<file path="config.mk">
export PLATFORM = sky130hd
export DESIGN_NAME = fads_top
export DESIGN_NICKNAME = d
export VERILOG_FILES = /design/src/verilog/fads_pkg.sv /design/src/verilog/droplet_detector.sv /design/src/verilog/droplet_fifo.sv /design/src/verilog/fads_top.sv /design/src/verilog/sort_sequencer.sv
export VERILOG_INCLUDE_DIRS = /design/src /design/src/verilog
export SDC_FILE = /design/constraint.sdc
export NUM_CORES = 1
export LEC_CHECK = 0
export ABC_AREA = 1
export BUFFER_PORTS_ARGS = -buffer_cell sky130_fd_sc_hd__buf_2
export CAP_MARGIN = 20
export CORE_MARGIN = 8
export CORE_UTILIZATION = 40
export DETAILED_ROUTE_END_ITERATION = 16
export GPL_TIMING_DRIVEN = 0
export SYNTH_ARGS = -nofsm -noshare
export SYNTH_HDL_FRONTEND = slang
export SYNTH_HIERARCHICAL = 1
export SYNTH_SLANG_ARGS = --single-unit
export TNS_END_PERCENT = 1
</file>
<file path="constraint.sdc">
create_clock -name adc_clk_i -period 3.62 [get_ports adc_clk_i]
set_clock_uncertainty 0.05 [all_clocks]
set_input_delay 0.362 -clock adc_clk_i [delete_from_list [all_inputs] [get_ports adc_clk_i]]
set_output_delay 0.362 -clock adc_clk_i [all_outputs]
set_load 0.05 [all_outputs]
</file>
<file path="src/verilog/fads_cfg.svh">
`ifndef FADS_CFG_SVH
`define FADS_CFG_SVH

// signed adc sample width
`define FADS_ADC_W 14
// droplet width counter, in stable samples
`define FADS_WIDTH_W 16
// sort delay and sort duration counters
`define FADS_TIME_W 16
// result numbering
`define FADS_ID_W 16
// records that may wait while a sort runs
`define FADS_FIFO_DEPTH 4
// most negative 14 bit sample, start value of the peak tracker
`define FADS_ADC_FLOOR 14'sh2000

`endif

</file>
<file path="src/verilog/fads_pkg.sv">
`default_nettype none

`include "fads_cfg.svh"

package fads_pkg;

    // plain vectors with a meaning
    typedef logic signed [`FADS_ADC_W-1:0] adc_sample_t;
    typedef logic [`FADS_WIDTH_W-1:0] width_t;
    typedef logic [`FADS_TIME_W-1:0] time_t;
    typedef logic [`FADS_ID_W-1:0] droplet_id_t;
    // [0] low int, [1] pos int, [2] high int, [3] low width
    // [4] pos width, [5] high width, [6] zero, [7] positive droplet
    typedef logic [7:0] class_t;

    // one finished droplet, detector to sequencer
    typedef struct packed {
        adc_sample_t peak;
        width_t      width;
    } droplet_rec_t;

    // steady configuration from outside
    typedef struct packed {
        adc_sample_t min_thr;
        adc_sample_t low_thr;
        adc_sample_t high_thr;
        width_t      min_width;
        width_t      low_width;
        width_t      high_width;
        time_t       sort_delay;
        time_t       sort_duration;
        logic        sort_en;
    } fads_cfg_t;

    // published per accepted droplet
    typedef struct packed {
        droplet_id_t id;
        class_t      cls;
        adc_sample_t peak;
        width_t      width;
    } droplet_result_t;

    typedef enum logic [1:0] {
        D_IDLE,
        D_ACQUIRE,
        D_HOLD
    } detect_state_t;

    typedef enum logic [1:0] {
        S_IDLE,
        S_EVAL,
        S_DELAY,
        S_SORT
    } sort_state_t;

endpackage

`default_nettype wire

</file>
<file path="src/verilog/droplet_detector.sv">
`timescale 1ns/100ps
`default_nettype none

`include "fads_cfg.svh"

module droplet_detector (
    input  wire                      adc_clk_i,
    input  wire                      fads_reset,
    input  wire fads_pkg::adc_sample_t adc_i,
    input  wire                      stable_i,
    input  wire fads_pkg::adc_sample_t min_thr_i,
    output fads_pkg::droplet_rec_t   rec_o,
    output logic                     rec_valid_o,
    input  wire                      rec_ready_i
);

    fads_pkg::detect_state_t state_q;
    fads_pkg::adc_sample_t   peak_q;
    fads_pkg::width_t        width_q;
    logic                    above;

    // only stable samples count toward a droplet
    assign above = stable_i && (adc_i >= min_thr_i);

    // record stays put while held
    assign rec_o.peak  = peak_q;
    assign rec_o.width = width_q;
    assign rec_valid_o = (state_q == fads_pkg::D_HOLD);

    always_ff @(posedge adc_clk_i) begin
        if (fads_reset) begin
            state_q <= fads_pkg::D_IDLE;
            peak_q  <= `FADS_ADC_FLOOR;
            width_q <= '0;
        end else begin
            case (state_q)
                fads_pkg::D_IDLE: begin
                    // tracker sits at floor and zero here,
                    // so first sample loads peak and width 1
                    if (above) begin
                        if (adc_i > peak_q) begin
                            peak_q <= adc_i;
                        end
                        width_q <= width_q + fads_pkg::width_t'(1);
                        state_q <= fads_pkg::D_ACQUIRE;
                    end
                end
                fads_pkg::D_ACQUIRE: begin
                    if (above) begin
                        if (adc_i > peak_q) begin
                            peak_q <= adc_i;
                        end
                        width_q <= width_q + fads_pkg::width_t'(1);
                    end else if (stable_i) begin
                        // first stable sample under threshold ends it
                        state_q <= fads_pkg::D_HOLD;
                    end
                end
                fads_pkg::D_HOLD: begin
                    // samples here are dropped on the floor
                    if (rec_ready_i) begin
                        peak_q  <= `FADS_ADC_FLOOR;
                        width_q <= '0;
                        state_q <= fads_pkg::D_IDLE;
                    end
                end
                default: begin
                    state_q <= fads_pkg::D_IDLE;
                end
            endcase
        end
    end

endmodule

`default_nettype wire

</file>
<file path="src/verilog/droplet_fifo.sv">
`timescale 1ns/100ps
`default_nettype none

`include "fads_cfg.svh"

module droplet_fifo #(
    parameter int DEPTH = `FADS_FIFO_DEPTH
) (
    input  wire                       adc_clk_i,
    input  wire                       fads_reset,
    input  wire fads_pkg::droplet_rec_t in_i,
    input  wire                       in_valid_i,
    output logic                      in_ready_o,
    output fads_pkg::droplet_rec_t    out_o,
    output logic                      out_valid_o,
    input  wire                       out_ready_i
);

    localparam int AW = $clog2(DEPTH);

    typedef logic [AW-1:0] ptr_t;
    typedef logic [AW:0]   count_t;

    localparam count_t FULL_CNT = count_t'(DEPTH);

    // record storage
    fads_pkg::droplet_rec_t mem [DEPTH];

    ptr_t   wr_ptr_q;
    ptr_t   rd_ptr_q;
    count_t count_q;
    logic   push;
    logic   pop;

    assign in_ready_o  = (count_q != FULL_CNT);
    assign out_valid_o = (count_q != '0);
    // head is always visible at the output
    assign out_o = mem[rd_ptr_q];

    assign push = in_valid_i && in_ready_o;
    assign pop  = out_valid_o && out_ready_i;

    always_ff @(posedge adc_clk_i) begin
        if (push) begin
            mem[wr_ptr_q] <= in_i;
        end
    end

    // pointers wrap on their own as depth is a power of two
    always_ff @(posedge adc_clk_i) begin
        if (fads_reset) begin
            wr_ptr_q <= '0;
            rd_ptr_q <= '0;
            count_q  <= '0;
        end else begin
            if (push) begin
                wr_ptr_q <= wr_ptr_q + ptr_t'(1);
            end
            if (pop) begin
                rd_ptr_q <= rd_ptr_q + ptr_t'(1);
            end
            // push and pop together leave occupancy alone
            if (push && !pop) begin
                count_q <= count_q + count_t'(1);
            end else if (pop && !push) begin
                count_q <= count_q - count_t'(1);
            end
        end
    end

endmodule

`default_nettype wire

</file>
<file path="src/verilog/fads_top.sv">
`timescale 1ns/100ps
`default_nettype none

module fads_top (
    input  wire                        adc_clk_i,
    input  wire                        fads_reset,
    input  wire fads_pkg::adc_sample_t adc_i,
    input  wire                        stable_i,
    input  wire fads_pkg::fads_cfg_t   cfg_i,
    output fads_pkg::droplet_result_t  result_o,
    output logic                       result_valid_o,
    output logic                       sort_trig_o
);

    // detector to queue
    fads_pkg::droplet_rec_t det_rec;
    logic                   det_valid;
    logic                   det_ready;

    // queue to sequencer
    fads_pkg::droplet_rec_t q_rec;
    logic                   q_valid;
    logic                   q_ready;

    // only the entry threshold matters for detection
    droplet_detector u_detector (
        .adc_clk_i   (adc_clk_i),
        .fads_reset  (fads_reset),
        .adc_i       (adc_i),
        .stable_i    (stable_i),
        .min_thr_i   (cfg_i.min_thr),
        .rec_o       (det_rec),
        .rec_valid_o (det_valid),
        .rec_ready_i (det_ready)
    );

    // absorbs droplets that arrive mid sort
    droplet_fifo u_fifo (
        .adc_clk_i   (adc_clk_i),
        .fads_reset  (fads_reset),
        .in_i        (det_rec),
        .in_valid_i  (det_valid),
        .in_ready_o  (det_ready),
        .out_o       (q_rec),
        .out_valid_o (q_valid),
        .out_ready_i (q_ready)
    );

    sort_sequencer u_sequencer (
        .adc_clk_i      (adc_clk_i),
        .fads_reset     (fads_reset),
        .cfg_i          (cfg_i),
        .rec_i          (q_rec),
        .rec_valid_i    (q_valid),
        .rec_ready_o    (q_ready),
        .result_o       (result_o),
        .result_valid_o (result_valid_o),
        .sort_trig_o    (sort_trig_o)
    );

endmodule

`default_nettype wire

</file>
<file path="src/verilog/sort_sequencer.sv">
`timescale 1ns/100ps
`default_nettype none

module sort_sequencer (
    input  wire                       adc_clk_i,
    input  wire                       fads_reset,
    input  wire fads_pkg::fads_cfg_t  cfg_i,
    input  wire fads_pkg::droplet_rec_t rec_i,
    input  wire                       rec_valid_i,
    output logic                      rec_ready_o,
    output fads_pkg::droplet_result_t result_o,
    output logic                      result_valid_o,
    output logic                      sort_trig_o
);

    fads_pkg::sort_state_t  state_q;
    fads_pkg::droplet_rec_t rec_q;
    fads_pkg::droplet_id_t  id_q;
    fads_pkg::time_t        cnt_q;
    fads_pkg::class_t       cls;

    logic int_low;
    logic int_pos;
    logic int_high;
    logic wid_low;
    logic wid_pos;
    logic wid_high;
    logic positive;
    logic too_short;

    // only takes a record when nothing is in flight
    assign rec_ready_o = (state_q == fads_pkg::S_IDLE);

    // intensity bands
    assign int_low  = rec_q.peak < cfg_i.low_thr;
    assign int_pos  = (rec_q.peak >= cfg_i.low_thr) && (rec_q.peak < cfg_i.high_thr);
    assign int_high = rec_q.peak >= cfg_i.high_thr;

    // width bands
    assign wid_low  = rec_q.width < cfg_i.low_width;
    assign wid_pos  = (rec_q.width >= cfg_i.low_width) && (rec_q.width < cfg_i.high_width);
    assign wid_high = rec_q.width >= cfg_i.high_width;

    assign positive  = int_pos && wid_pos;
    assign too_short = rec_q.width < cfg_i.min_width;

    assign cls = {positive, 1'b0, wid_high, wid_pos, wid_low, int_high, int_pos, int_low};

    // record latched on transfer
    always_ff @(posedge adc_clk_i) begin
        if (rec_valid_i && rec_ready_o) begin
            rec_q <= rec_i;
        end
    end

    // result fields loaded in EVAL
    always_ff @(posedge adc_clk_i) begin
        if (state_q == fads_pkg::S_EVAL && !too_short) begin
            result_o.id    <= id_q + fads_pkg::droplet_id_t'(1);
            result_o.cls   <= cls;
            result_o.peak  <= rec_q.peak;
            result_o.width <= rec_q.width;
        end
    end

    always_ff @(posedge adc_clk_i) begin
        if (fads_reset) begin
            state_q        <= fads_pkg::S_IDLE;
            id_q           <= '0;
            cnt_q          <= '0;
            result_valid_o <= 1'b0;
            sort_trig_o    <= 1'b0;
        end else begin
            // one cycle pulse unless EVAL sets it
            result_valid_o <= 1'b0;
            case (state_q)
                fads_pkg::S_IDLE: begin
                    if (rec_valid_i) begin
                        state_q <= fads_pkg::S_EVAL;
                    end
                end
                fads_pkg::S_EVAL: begin
                    if (too_short) begin
                        // discarded without consuming an id
                        state_q <= fads_pkg::S_IDLE;
                    end else begin
                        result_valid_o <= 1'b1;
                        id_q           <= id_q + fads_pkg::droplet_id_t'(1);
                        if (positive && cfg_i.sort_en) begin
                            // zero delay skips DELAY entirely
                            if (cfg_i.sort_delay == '0) begin
                                cnt_q   <= '0;
                                state_q <= fads_pkg::S_SORT;
                            end else begin
                                cnt_q   <= fads_pkg::time_t'(1);
                                state_q <= fads_pkg::S_DELAY;
                            end
                        end else begin
                            state_q <= fads_pkg::S_IDLE;
                        end
                    end
                end
                fads_pkg::S_DELAY: begin
                    // counts 1 up to sort_delay one per cycle
                    if (cnt_q >= cfg_i.sort_delay) begin
                        cnt_q   <= '0;
                        state_q <= fads_pkg::S_SORT;
                    end else begin
                        cnt_q <= cnt_q + fads_pkg::time_t'(1);
                    end
                end
                fads_pkg::S_SORT: begin
                    // registered trigger rises one cycle into SORT
                    // and drops on the edge leaving it
                    if (cnt_q < cfg_i.sort_duration) begin
                        sort_trig_o <= 1'b1;
                        cnt_q       <= cnt_q + fads_pkg::time_t'(1);
                    end else begin
                        sort_trig_o <= 1'b0;
                        state_q     <= fads_pkg::S_IDLE;
                    end
                end
                default: begin
                    sort_trig_o <= 1'b0;
                    state_q     <= fads_pkg::S_IDLE;
                end
            endcase
        end
    end

endmodule

`default_nettype wire

</file>
==> flow_metrics.py, run 1 <==
metrics = {
    "yosys": {
        "synth_area_um2": 14860,
        "ys.warnings.count": 6,
        "async_flop_share_pct": 0,
        "synth_flop_cell": "edfxtp_1",
        "synth_common_cells": "240 x nand2_1, 239 x inv_1, 203 x edfxtp_1",
        "synthCells": 1571,
        "yosys-top-cells-area": "edfxtp_1 41%, ha_1 12%, dfxtp_1 10%",
        "yosys_register_bits": 280,
        "synth.avg_cell_area_um2": 9.458,
        "yosysMostFrequentCell": "nand2_1",
        "synth-seq-area-share_pct": 51.40,
        "synth.distinct_cells": 47,
        "synthesis.nets": 1854,
        "yosys.area.top_type": "edfxtp_1",
        "yosysTopAreaCellShare_pct": 41.03,
        "synth_edf_count": 203,
    },
    "run": {
        "maxCapViolCount": 0,
    },
    "run_status": {
        "status": "complete, no violations",
    },
    "floorplanning": {
        "die_w_um": 208.7,
        "die_h_um": 208.7,
        "initial_core_util_pct": 40.58,
        "rows": 70,
        "die-area_um2": 43570,
        "io_pins": 196,
        "core_area_um2": 36610,
    },
    "power": {
        "ir_drop_mv": 0.4282,
        "total_leakage_power_nw": 7.861,
        "p_per_area_nw_per_um2": 677.7,
    },
    "clocking": {
        "cts_hold_buf": 0,
        "clock_tree.root_cell": "clkbuf_16",
        "htree_levels": 1,
        "numCtsBuffers": 29,
        "ctsResizeCount": 0,
        "cts_tree": "yes",
        "cts_sinks": 280,
        "cts.clk_slew.worst_paths_ns": 0.06,
        "clockBufferDepth": 3,
        "postCtsSetupBuffers": 0,
        "clkLatencyLatePin_ns": 0.56,
    },
    "grt": {
        "gr-total-overflow": 0,
        "antenna_found_initial": 1,
        "grt.total_usage_pct": 15.73,
        "grt_max_degree": 63,
        "grt_pass1_vias": 11280,
        "grt_first_pass_wirelength_um": 57350,
    },
    "place": {
        "place_congestion": 0.8405,
        "place_area_um2": 16560,
        "dp_hpwl_um": 26390,
        "io_buffers": 194,
        "dp_cells": 2239,
    },
    "layout": {
        "final_area_um2": 17660,
        "layout-drive-gt1-share_pct": 18.30,
        "seqCellArea_um2": 7637,
        "fillerInstances": 3410,
        "multi_input_area_um2": 6013,
        "fin_nets": 2085,
        "fin_cells": 2293,
        "area_growth_pct": 18.86,
        "antenna_cells": 0,
    },
    "route": {
        "vias_per_cell": 4.877,
        "wl_um": 34830,
        "drtIter0Drc": 554,
        "wl_per_cell_um": 15.19,
        "antenna_left": 0,
        "dr.pass1.iters": 4,
        "vias": 11180,
        "drc": 0,
    },
    "timing": {
        "finalWorstPathRequiredPeriod_ns": 2.817,
        "fmax_mhz": 355.0,
        "relSlewSlack_pct": 42.69,
        "setup_violations": 0,
        "tightest_slew_ns": 0.8596,
        "hold_violations": 0,
        "rsz0062_at_grt": "false",
        "slew_viol_final": 0,
        "period_share_pct": 77.82,
    },
    "setup_path": {
        "endpoint_kind": "flip-flop",
        "path_class": "reg2reg",
        "path_max_fanout": 62,
        "startpoint_type": "flip-flop",
        "worst_ep_required_time_ns": 4.05,
        "arrival_ns": 3.25,
    },
    "worst_hold_path": {
        "hold_class": "in2reg",
    },
}
[where the power goes]
| group | switching [mW] | internal, mW | total [mW] |
|---|---|---|---|
| registers | 0.457 | 4.24 | 4.70 |
| logic | 2.59 | 1.31 | 3.90 |
| clock network | 1.27 | 2.10 | 3.37 |
[critical path: stages (launching register included)]
cell and delay [ns]:
edfxtp_1 0.49, ha_1 0.35, nand2_1 0.07, inv_1 0.05
nand3_1 0.09, nor3_1 0.14, nand2_1 0.12, a21boi_4 0.28
clkbuf_4 0.76, nand4_1 0.18, a21oi_1 0.16
[path summary, 6_finish.rpt]
| kind | from | end | slack, ns | cells after the start |
|---|---|---|---|---|
| max | u_sequencer/rec_q[15]$_DFFE_PP_ | u_sequencer/state_q[0]$_SDFFE_PP0P_ | 0.80 | 10 |
| min | stable_i | u_detector/state_q[0]$_SDFFE_PP0P_ | 0.08 | 4 |
| max reg2reg | u_sequencer/rec_q[15]$_DFFE_PP_ | u_sequencer/state_q[0]$_SDFFE_PP0P_ | 0.80 | 10 |
| min reg2reg | u_sequencer/rec_q[16]$_DFFE_PP_ | u_sequencer/result_o[16]$_DFFE_PP_ | 0.41 | 0 |
[state kept, by name, indices dropped and copies added, names as in the netlist, named ones only]
| signal | count |
|---|---|
| u_sequencer/result_valid_o | 1 |
| u_sequencer/result_o | 53 |
| u_fifo/rd_ptr_q | 2 |
| u_sequencer/cnt_q | 16 |
| u_detector/width_q | 16 |
| u_sequencer/rec_q | 30 |
| u_fifo/wr_ptr_q | 2 |
| u_detector/state_q | 2 |
| u_detector/peak_q | 14 |
| u_sequencer/state_q | 1 |
| u_fifo/count_q | 3 |
| u_sequencer/id_q | 16 |
| u_sequencer/sort_trig_o | 1 |
| u_fifo/mem | 120 |
[routing by layer]
layer / track usage, % / share of wire (%) / vias to the layer above
met5: 0 / 0.037 / -
met4: 4.010 / 1.8 / 2
met3: 2.529 / 4.3 / 48
met2: 26.03 / 46 / 217
met1: 21.25 / 48 / 5144
li1: - / - / 5773
[cell type report]
class | count | share of cell area, %
multi-input combinational | 1005 | 34.05
inverter | 244 | 5.228
buffer | 42 | 1.828
clock buffer | 34 | 4.329
clock inverter | 20 | 1.885
sequential | 280 | 43.24
tap | 468 | 3.316
timing repair buffer | 200 | 6.121
[logic make-up after synthesis]
logic type,synth area share (%)
other,0.02524
AND/OR/NAND/NOR,17.73
XOR/XNOR,1.297
buffers and inverters,8.362
AO/OA/AOI/OAI,9.086
adder cells (fa/ha/maj),12.09
flip-flops,51.40
[placed cells by master (no fill, tap or decap), types with 9 or more instances in the layout]
cell	synthesis	layout
o22ai_1	31	31
o21ai_0	61	61
nand4_1	28	28
a211oi_1	9	9
ha_1	142	142
nand2_1	240	240
edfxtp_1	203	203
a21oi_1	94	94
xor2_1	18	18
o21ai_1	31	31
buf_2	11	205
buf_6	15	17
or2_2	10	10
nor2_2	15	15
nand3_1	84	84
nor4_1	9	9
dfxtp_1	77	77
inv_1	239	239
clkbuf_1	10	12
clkbuf_16	0	29
nor2_1	172	168
nor3_1	13	12
[metrics by stage]
step / worst slack (ns) / hold WS [ns] / TNS, ns / util (%) / power, mW
finish: 0.8030 / 0.07858 / 0 / 48.24 / 11.97
global route: 0.4214 / 0.07153 / 0 / 48.24 / 12.76
CTS: 0.7299 / 0.04381 / 0 / 48.24 / 12.10
detailed placement: 0.7533 / 0.4052 / 0 / 45.24 / 8.705
global placement: -0.9732 / 0.3858 / -96.12 / 44.84 / 8.571
floorplan: 0.1114 / 0.3764 / 0 / - / 7.533
No activity file was read; power rests on OpenSTA's default activity.
==> run 2: changes to the inputs <==
==> constraint.sdc (replaced) <==
create_clock -name adc_clk_i -period 2.3 [get_ports adc_clk_i]
set_clock_uncertainty 0.05 [all_clocks]
set_input_delay 0.23 -clock adc_clk_i [delete_from_list [all_inputs] [get_ports adc_clk_i]]
set_output_delay 0.23 -clock adc_clk_i [all_outputs]
set_load 0.05 [all_outputs]
==> run 2 against run 1 <==
Compared with the run above: the flow now finishes with violations (setup timing); setup slack got worse by 1.0 ns; count of clock-buffer cells in the layout increased by 10; final cell count increased by 1.4%; combinational power rose by 76%; die area unchanged; flip-flop and latch count stayed put; sequential power is 59% higher; clock power up 47%; via count is 1.5% higher; critical path type unchanged; largest cell class unchanged.
==> flow_metrics.py, run 2 (synthesized netlist as in run 1, its figures left out) <==
metrics = {
    "run_status": {
        "status": "finished, violations left",
        "violations": "setup timing",
    },
    "grt": {
        "grt_use_met1_pct": 20.72,
        "antenna_found_initial": 0,
        "grt_max_degree": 63,
        "met3_usage_pct": 2.574,
        "gr-total-overflow": 0,
        "grt_pass1_vias": 11040,
        "busiest_layer": "met2",
        "grt_first_pass_wirelength_um": 56300,
        "met2_usage_pct": 25.97,
        "grt.total_usage_pct": 15.48,
    },
    "route": {
        "drc": 0,
        "dr.pass1.iters": 6,
        "wl_per_cell_um": 15.09,
        "drtIter0Drc": 555,
        "vias": 11350,
        "antenna_left": 0,
        "wl_um": 35100,
        "vias_per_cell": 4.881,
    },
    "power": {
        "ir_drop_mv": 0.8059,
        "combPwrFrac_pct": 35.6,
        "p_int_mw": 12.24,
        "p_clk_share_pct": 25.7,
        "p_per_area_nw_per_um2": 1048,
        "swShare_pct": 36.53,
        "total_leakage_power_nw": 8.053,
        "pwr-share-seq_pct": 38.7,
        "p_sw_mw": 7.042,
    },
    "place": {
        "dp_hpwl_um": 25880,
        "dp_slack_ns": -0.3643,
        "place_congestion": 0.8542,
        "io_buffers": 194,
    },
    "setup_path": {
        "endpoint_kind": "flip-flop",
        "path_class": "reg2reg",
        "r2r_cells": 18,
        "path_max_fanout": 5,
        "rr_endpoint": "u_sequencer/cnt_q[5]$_SDFFE_PP0P_",
        "rr_startpoint": "u_sequencer/rec_q[19]$_DFFE_PP_",
        "r2r_slack_ns": -0.21,
        "startpoint_type": "flip-flop",
        "arrival_ns": 2.94,
        "worst_ep_required_time_ns": 2.73,
    },
    "timing": {
        "fmax_mhz": 399.0,
        "relSlewSlack_pct": 60.87,
        "period_share_pct": 109.0,
        "setup_violations": 72,
        "rsz0062_at_grt": "true",
        "tightest_slew_ns": 0.5850,
        "setup_slack_ns": -0.2064,
        "slew_viol_final": 0,
        "finalWorstPathRequiredPeriod_ns": 2.506,
        "hold_violations": 0,
    },
    "clocking": {
        "numCtsBuffers": 29,
        "cts.clk_slew.worst_paths_ns": 0.07,
        "clock_tree.root_cell": "clkbuf_16",
        "clockBufferDepth": 3,
        "cts_tree": "yes",
        "htree_levels": 1,
        "cts_sinks": 280,
        "clkLatencyLatePin_ns": 0.57,
    },
    "floorplanning": {
        "rows": 70,
        "initial_core_util_pct": 40.58,
        "die_h_um": 208.7,
        "die-area_um2": 43570,
        "io_pins": 196,
        "die_w_um": 208.7,
        "core_area_um2": 36610,
    },
    "worst_hold_path": {
        "hold-path-cell-count": 4,
        "min_from": "cfg_i[81]",
        "min_to": "u_sequencer/result_o[32]$_DFFE_PP_",
        "hold_class": "in2reg",
    },
    "layout": {
        "final_common_cell": "inv_1",
        "top_regs": "u_fifo/mem x120, u_sequencer/result_o x53, u_sequencer/rec_q x30",
        "fillerInstances": 3366,
        "largest_reg_flops": 120,
        "layout_common_cells": "235 x inv_1, 226 x nand2_1, 204 x buf_2",
        "regMostFlops": "u_fifo/mem",
        "fin_util_pct": 50.23,
        "area_growth_pct": 23.76,
        "fin_nets": 2118,
        "layout-drive-gt1-share_pct": 22.87,
        "antenna_cells": 0,
    },
    "run": {
        "maxCapViolCount": 0,
    },
}
[run 2: timing repair]
action / CTS / global route
hold endpoints to repair: 20 / 0
gates resized for setup: 30 / 73
buffers inserted: 8 / 9
setup endpoints to repair: 93 / 120
pin swaps: 20 / 27
gates cloned: 2 / 0
hold buffers: 16 / 0
[run 2: how the worst max path moves through the flow]
stage                                       startpoint                            endpoint  slack (ns)
floorplan           u_detector/state_q[1]$_SDFFE_PP0P_          u_fifo/mem[0][0]$_DFFE_PP_       -0.31
global placement    u_detector/state_q[1]$_SDFFE_PP0P_         u_fifo/mem[0][20]$_DFFE_PP_       -1.60
detailed placement     u_sequencer/rec_q[29]$_DFFE_PP_  u_sequencer/cnt_q[11]$_SDFFE_PP0P_       -0.36
CTS                    u_sequencer/rec_q[27]$_DFFE_PP_   u_sequencer/cnt_q[5]$_SDFFE_PP0P_       -0.22
global route           u_sequencer/rec_q[25]$_DFFE_PP_   u_sequencer/cnt_q[7]$_SDFFE_PP0P_       -0.34
finish                 u_sequencer/rec_q[19]$_DFFE_PP_   u_sequencer/cnt_q[5]$_SDFFE_PP0P_       -0.21
[run 2: final cells by class]
type,count,area [µm²],area share (%)
buffer,42,351.6,1.912
clock buffer,44,863.3,4.695
clock inverter,10,171.4,0.9322
inverter,244,923.4,5.022
multi-input combinational,1005,6415,34.89
sequential,280,7660,41.66
tap,468,585.6,3.185
timing repair buffer,233,1418,7.710
[run 2: power by group through the flow]
stage / Combinational [mW] / Sequential (mW) / Clock (mW)
2_1_floorplan: 3.67 / 8.17 / 0
3_3_place_gp: 5.95 / 7.49 / 0
4_1_cts: 6.51 / 7.40 / 5.09
3_5_place_dp: 6.23 / 7.50 / 0
6_report: 6.87 / 7.46 / 4.95
5_1_grt: 7.64 / 7.57 / 5.28
[run 2: worst max-delay path, stage by stage (launching register included)]
cell and delay [ns]:
edfxtp_1 0.53, ha_4 0.34, nand2_2 0.05, nor2_2 0.12
o21ai_1 0.07, nand3_1 0.07, nand2_1 0.07, nand2_1 0.07
nand2_1 0.06, nand2_2 0.10, nand2_4 0.08, nor2_4 0.17
nand3_4 0.11, nand2_4 0.08, buf_6 0.13, buf_12 0.11
buf_12 0.11, nor2_2 0.03, nor2_1 0.08
[run 2: through the flow]
step / setup TNS, ns / std cells / hold WS, ns / power, mW / instance area, µm²
2_1_floorplan: -36.97 / 1571 / 0.2491 / 11.84 / 14870
3_3_place_gp: -220.11 / 2233 / 0.3854 / 13.44 / 16430
3_5_place_dp: -23.80 / 2238 / 0.3970 / 13.72 / 16580
4_1_cts: -6.340 / 2318 / 0.04095 / 19.01 / 18010
5_1_grt: -16.77 / 2326 / 0.06603 / 20.49 / 18390
6_report: -4.958 / 2326 / 0.06989 / 19.28 / 18390
[run 2: routing by layer]
layer  part of all wire (%)  vias up
met5                      0        -
met4                    1.4        0
met3                    4.8       29
met2                     46      227
met1                     48     5253
li1                       -     5845
